===== src/verilog/trig_pkg.sv =====
package trig_pkg;

	// bits per serial frame
	localparam int word_width = 8;

	// words in one pattern cycle
	localparam int pattern_count = 4;

	// clocks between self triggers
	// the board runs 2**25 here, kept short for simulation
	localparam int self_period = 64;

	// derived widths for the counters
	localparam int timer_width = $clog2(self_period);
	localparam int bit_count_width = $clog2(word_width + 1);

	// one frame worth of trigger pattern
	typedef logic [word_width-1:0] pattern_word_t;

	// position in the pattern cycle
	typedef logic [1:0] token_t;

	// self trigger timer value
	typedef logic [timer_width-1:0] timer_t;

	// serial bits still to go out in the current frame
	typedef logic [bit_count_width-1:0] bit_count_t;

	// msb of every entry is set, the receiver locks onto it
	localparam pattern_word_t pattern_table [pattern_count] = '{
		8'b1111_1111,
		8'b1111_1110,
		8'b1100_0000,
		8'b1000_0000
	};

	// sequencer states
	typedef enum logic {
		idle,
		hold
	} seq_state_t;

endpackage


===== src/verilog/pattern_sequencer.sv =====
`timescale 1ns/1ps

module pattern_sequencer (
	input  logic                    clock,
	input  logic                    reset1,
	input  logic                    self_mode,
	input  logic                    trig_pulse,
	output trig_pkg::pattern_word_t word,
	output logic                    word_valid,
	input  logic                    word_ready,
	output logic                    sync,
	output trig_pkg::token_t        token
);
	import trig_pkg::*;

	seq_state_t state;
	timer_t     timer;
	logic       self_tick;
	logic       trig_event;
	logic       transfer;
	logic       issue;

	// free running, only reset clears it
	always_ff @(posedge clock) begin
		if (reset1) begin
			timer <= '0;
		end else if (timer == timer_t'(self_period - 1)) begin
			timer <= '0;
		end else begin
			timer <= timer + 1'b1;
		end
	end

	assign self_tick = (timer == timer_t'(self_period - 1));

	// self mode ignores the external line completely
	assign trig_event = self_mode ? self_tick : trig_pulse;

	// events arriving in hold are simply lost
	assign issue = (state == idle) && trig_event;

	assign word_valid = (state == hold);
	assign transfer = word_valid && word_ready;

	always_ff @(posedge clock) begin
		if (reset1) begin
			state <= idle;
			token <= '0;
			sync  <= 1'b0;
		end else begin
			case (state)
				idle: begin
					if (trig_event) begin
						state <= hold;
						// sync marks the start of the cycle
						if (token == token_t'(0)) begin
							sync <= 1'b1;
						end else if (token == token_t'(1)) begin
							sync <= 1'b0;
						end
					end
				end
				hold: begin
					if (transfer) begin
						state <= idle;
						// advance only once the word is gone
						if (token == token_t'(pattern_count - 1)) begin
							token <= '0;
						end else begin
							token <= token + 1'b1;
						end
					end
				end
				default: begin
					state <= idle;
				end
			endcase
		end
	end

	// pattern is latched when the word is issued
	always_ff @(posedge clock) begin
		if (issue) begin
			word <= pattern_table[token];
		end
	end

	// a presented word waits unchanged for the serializer
	assert property (@(posedge clock) disable iff (reset1)
		word_valid && !word_ready |=> word_valid && $stable(word));

	// valid may only drop after a completed transfer
	assert property (@(posedge clock) disable iff (reset1)
		$fell(word_valid) |-> $past(word_ready));

endmodule


===== src/verilog/trigger_pattern_top.sv =====
`timescale 1ns/1ps

module trigger_pattern_top (
	input  logic             clock,
	input  logic             reset1,
	input  logic             self_mode,
	input  logic             trig_in,
	output logic             serial_out,
	output logic             frame_mark,
	output logic             sync,
	output trig_pkg::token_t token
);
	import trig_pkg::*;

	// one cycle pulse per accepted external edge
	logic trig_pulse;

	// word handshake between sequencer and serializer
	pattern_word_t word;
	logic          word_valid;
	logic          word_ready;

	trigger_sync i_trigger_sync (
		.clock      (clock),
		.reset1     (reset1),
		.trig_in    (trig_in),
		.trig_pulse (trig_pulse)
	);

	// picks the trigger source and hands out the pattern cycle
	pattern_sequencer i_pattern_sequencer (
		.clock      (clock),
		.reset1     (reset1),
		.self_mode  (self_mode),
		.trig_pulse (trig_pulse),
		.word       (word),
		.word_valid (word_valid),
		.word_ready (word_ready),
		.sync       (sync),
		.token      (token)
	);

	word_serializer i_word_serializer (
		.clock      (clock),
		.reset1     (reset1),
		.word       (word),
		.word_valid (word_valid),
		.word_ready (word_ready),
		.serial_out (serial_out),
		.frame_mark (frame_mark)
	);

endmodule


===== src/verilog/trigger_sync.sv =====
`timescale 1ns/1ps

module trigger_sync (
	input  logic clock,
	input  logic reset1,
	input  logic trig_in,
	output logic trig_pulse
);

	// history of the external line, newest bit at the bottom
	// bits 0 and 1 are the synchronizer, bit 2 the previous synced level
	logic [2:0] trig_history;

	// synced level was low and is now high
	logic edge_seen;

	always_ff @(posedge clock) begin
		if (reset1) begin
			trig_history <= '0;
		end else begin
			trig_history <= {trig_history[1:0], trig_in};
		end
	end

	assign edge_seen = !trig_history[2] && trig_history[1];

	// registered so the pulse is clean for one full cycle
	always_ff @(posedge clock) begin
		if (reset1) begin
			trig_pulse <= 1'b0;
		end else begin
			trig_pulse <= edge_seen;
		end
	end

	// a held high input must not keep firing
	assert property (@(posedge clock) disable iff (reset1)
		trig_pulse |=> !trig_pulse);

endmodule


===== src/verilog/word_serializer.sv =====
`timescale 1ns/1ps

module word_serializer (
	input  logic                    clock,
	input  logic                    reset1,
	input  trig_pkg::pattern_word_t word,
	input  logic                    word_valid,
	output logic                    word_ready,
	output logic                    serial_out,
	output logic                    frame_mark
);
	import trig_pkg::*;

	pattern_word_t shift_reg;
	bit_count_t    bits_left;
	logic          transfer;

	assign transfer = word_valid && word_ready;

	// ready already in the last bit cycle so frames can follow with no gap
	assign word_ready = (bits_left <= bit_count_t'(1));

	// shift left, zeros fill in behind so the line idles low
	always_ff @(posedge clock) begin
		if (reset1) begin
			shift_reg <= '0;
		end else if (transfer) begin
			shift_reg <= word;
		end else begin
			shift_reg <= {shift_reg[word_width-2:0], 1'b0};
		end
	end

	// counts down one per bit sent
	always_ff @(posedge clock) begin
		if (reset1) begin
			bits_left <= '0;
		end else if (transfer) begin
			bits_left <= bit_count_t'(word_width);
		end else if (bits_left != '0) begin
			bits_left <= bits_left - 1'b1;
		end
	end

	// msb goes out first
	assign serial_out = shift_reg[word_width-1];

	// full count means the first bit is on the line
	assign frame_mark = (bits_left == bit_count_t'(word_width));

	// every pattern starts with a one, so the marked bit must be high
	assert property (@(posedge clock) disable iff (reset1)
		frame_mark |-> serial_out);

endmodule

===== config.mk =====
export PLATFORM = sky130hd
export DESIGN_NAME = trigger_pattern_top
export DESIGN_NICKNAME = d
export VERILOG_FILES = /design/src/verilog/trig_pkg.sv /design/src/verilog/pattern_sequencer.sv /design/src/verilog/trigger_pattern_top.sv /design/src/verilog/trigger_sync.sv /design/src/verilog/word_serializer.sv
export SDC_FILE = /design/constraint.sdc
export NUM_CORES = 1
export LEC_CHECK = 0
export BUFFER_PORTS_ARGS = -buffer_cell sky130_fd_sc_hd__buf_2
export CORE_MARGIN = 2
export CORE_UTILIZATION = 40
export DETAILED_ROUTE_END_ITERATION = 6
export SLEW_MARGIN = 10
export SYNTH_ARGS = -nofsm -noshare
export SYNTH_HDL_FRONTEND = slang
export SYNTH_SLANG_ARGS = --single-unit

===== constraint.sdc =====
create_clock -name clock -period 2.32 [get_ports clock]
set_input_delay 0.58 -clock clock [delete_from_list [all_inputs] [get_ports clock]]
set_output_delay 0.58 -clock clock [all_outputs]
set_load 0.01 [all_outputs]

==> run_results.csv <==
group,metric,value,unit
status,status,"complete, no violations",
timing,tns,0,ps
placement,dp.final_hpwl,1.20,mm
timing,period_needed,1960,ps
timing,hold_viol_final,0,
drt,drt-total-wl,1.71,mm
synthesis,synth_edf_count,3,
setup_path,crit_type,"flop to output pin",
timing,tightest_slew,541,ps
clock_tree,clk_pin_slew,90,ps
synthesis,synth_seq_cells,29,
die,die_area,3290,sq um
setup_path,arrival,1380,ps
setup_path,ff2ff_setup_slack,690,ps
synthesis,ys.flop_type,"dfxtp_1",
job,maxCapViolations,0,
synthesis,syn_inst,101,
synthesis,synth_warnings,0,
placement,io_buffers,8,
placement,place.gp.congestion,0.742,
power,leakage,0.000538,uW
setup_path,end_kind,"output pin",
setup_path,r2r-end,"i_pattern_sequencer.word_valid",
timing,max_freq,0.510,GHz
drt,drc,0,
synthesis,async_flop_share,0,%
clock_tree,cts_setup_buffers,0,
drt,vias,737,
setup_path,worst-path-max-fanout,5,
synthesis,syn_avg_cell_area,11.3,sq um
setup_path,crit_required,1740,ps
setup_path,cp-start-kind,"flop",
global_routing,grt_first_pass_wirelength,2.99,mm
timing,report.final.slew_viol_count,0,
finish,synthToLayoutAreaGrowth,10.2,%
synthesis,ys_types,32,
finish,layout_common_cells,"dfxtp_1, inv_1, a22o_1, buf_2, nor2_1",
timing,relSlewSlack,63.7,%
power,powerDensity,889,nW/um^2
finish,diodes,0,
die,die_w,57.3,um
clock_tree,htree_levels,2,
timing,rsz0062_at_grt,"false",
global_routing,grt_start_max_net_pins,12,
global_routing,grt_pass1_vias,716,
drt,avgViaCountPerCell,5.05,
clock_tree,clk_latency,320,ps
die,rows,19,
clock_tree,clk_path_buf_depth,2,
finish,largest_reg_flops,8,
die,die-height,57.3,um
setup_path,reg2reg_from,"i_word_serializer.bits_left[0]",
finish,nets,124,
die,start_util,41.6,%
drt,antenna_left,0,
setup_path,worstSetupEndpoint,"frame_mark",
die,core-area,2730,sq um
setup_path,slowest_delay,390,ps
clock_tree,cts_buffers,5,
setup_path,crit_start,"i_word_serializer.bits_left[0]",
die,ios,9,
timing,post-route-period-util,84.5,%
setup_path,rr_worst_depth,5,
hold_path,min_path_type,"flop to flop",
global_routing,grt-ovfl-total,0,
finish,final_common_cell,"dfxtp_1",
power,ir_worst_vdd,0.686,mV
setup_path,slowest_stage,"dfxtp_1",
timing,setup_violations,0,
finish,final_layout_size_suffix_gt1_share,14.8,%
global_routing,track_usage,12.6,%
setup_path,path_depth,4,
clock_tree,cts_tree,"done",
drt,drtIter0Drc,19,
hold_path,min_from,"i_trigger_sync.trig_history[2]",
clock_tree,cts.sinks,29,
setup_path,crit_path_cell_trace,"inv_1 > ha_1 > and3b_1 > buf_2",
global_routing,antenna_found_initial,0,
clock_tree,postCtsResizedCells,0,
drt,wire_per_inst,11.7,um
synthesis,ys_seq_area_share,53.7,%
synthesis,synth_fp_nets,111,
synthesis,syn_area,1140,sq um
drt,drtPass1Iterations,3,
clock_tree,hold_buffers,0,
timing,holdWs,388,ps
timing,fin_skew,10.1,ps
setup_path,cp_top_family,"flip-flops",
clock_tree,cts_root_buf,"clkbuf_4",
setup_path,cp_num_buf_inv,2,
per-stage QoR:
| stage | area [sq um] | utilization [%] | worst slack [ps] | instances | power [uW] |
|---|---|---|---|---|---|
| after floorplan | 1140 | - | 893 | 101 | 761 |
| after global placement | 1190 | 43.7 | 722 | 138 | 806 |
| after detailed placement | 1190 | 43.7 | 705 | 138 | 807 |
| after CTS | 1250 | 45.9 | 335 | 146 | 1130 |
| after global routing | 1250 | 45.9 | 280 | 146 | 1180 |
| final | 1250 | 45.9 | 360 | 146 | 1120 |
cell usage after synthesis, drive strengths merged, types with 2 or more instances:
library cell	number	area share, %
o21ai	2	1.2
and2	2	1.1
a21oi	3	1.3
xnor2	2	1.5
buf	2	2.0
dfxtp	26	46
nand3	3	1.3
inv	8	2.6
nor2b	5	2.8
and3b	2	1.5
xor2	2	1.5
or3	2	1.1
edfxtp	3	7.9
ha	6	6.6
a21o	3	2.0
a22o	8	6.2
nand2	2	0.66
nor2	7	2.3
worst min path at each step:
| stage | to | slack, ps | cells after the start |
|---|---|---|---|
| finish | i_trigger_sync.trig_pulse | 390 | 1 |
| global route | i_trigger_sync.trig_pulse | 410 | 1 |
| CTS | i_trigger_sync.trig_pulse | 390 | 1 |
| floorplan | i_trigger_sync.trig_pulse | 370 | 1 |
| detailed placement | i_trigger_sync.trig_pulse | 380 | 1 |
| global placement | i_trigger_sync.trig_pulse | 370 | 1 |
layer usage:
layer | share of wire, % | vias up | GRT usage [%]
met5 | 0 | - | 0
met4 | 2.8 | 0 | 6.98
met3 | 5.3 | 6 | 7.48
met2 | 42 | 11 | 18.2
met1 | 49 | 341 | 14.6
li1 | - | 379 | -
where the power goes:
group	total (uW)	internal, uW	switching (uW)
sequential	599	549	49.5
clock	315	142	172
combinational	202	102	99.1
total	1120	794	321
worst register-to-register path: stages, from the launching register on:
cell	delay, ps
dfxtp_1	390
inv_1	80
ha_1	260
o21ai_2	220
o31a_1	400
a21boi_0	210
layout make-up:
type	count	area, sq um
timing repair buffer	8	40.0
tap	31	38.8
fill	267	1480
multi-input combinational	62	474
clock buffer	6	51.3
inverter	8	30.0
clock inverter	2	8.76
sequential	29	611
cell families after synthesis:
family	Yosys count	synth area share (%)
buf+inv	10	4.62
compound gates	24	16.6
xor+xnor	4	3.08
fa+ha+maj	6	6.60
flops	29	53.7
simple gates	28	15.4
No activity file was read; power rests on OpenSTA's default activity.
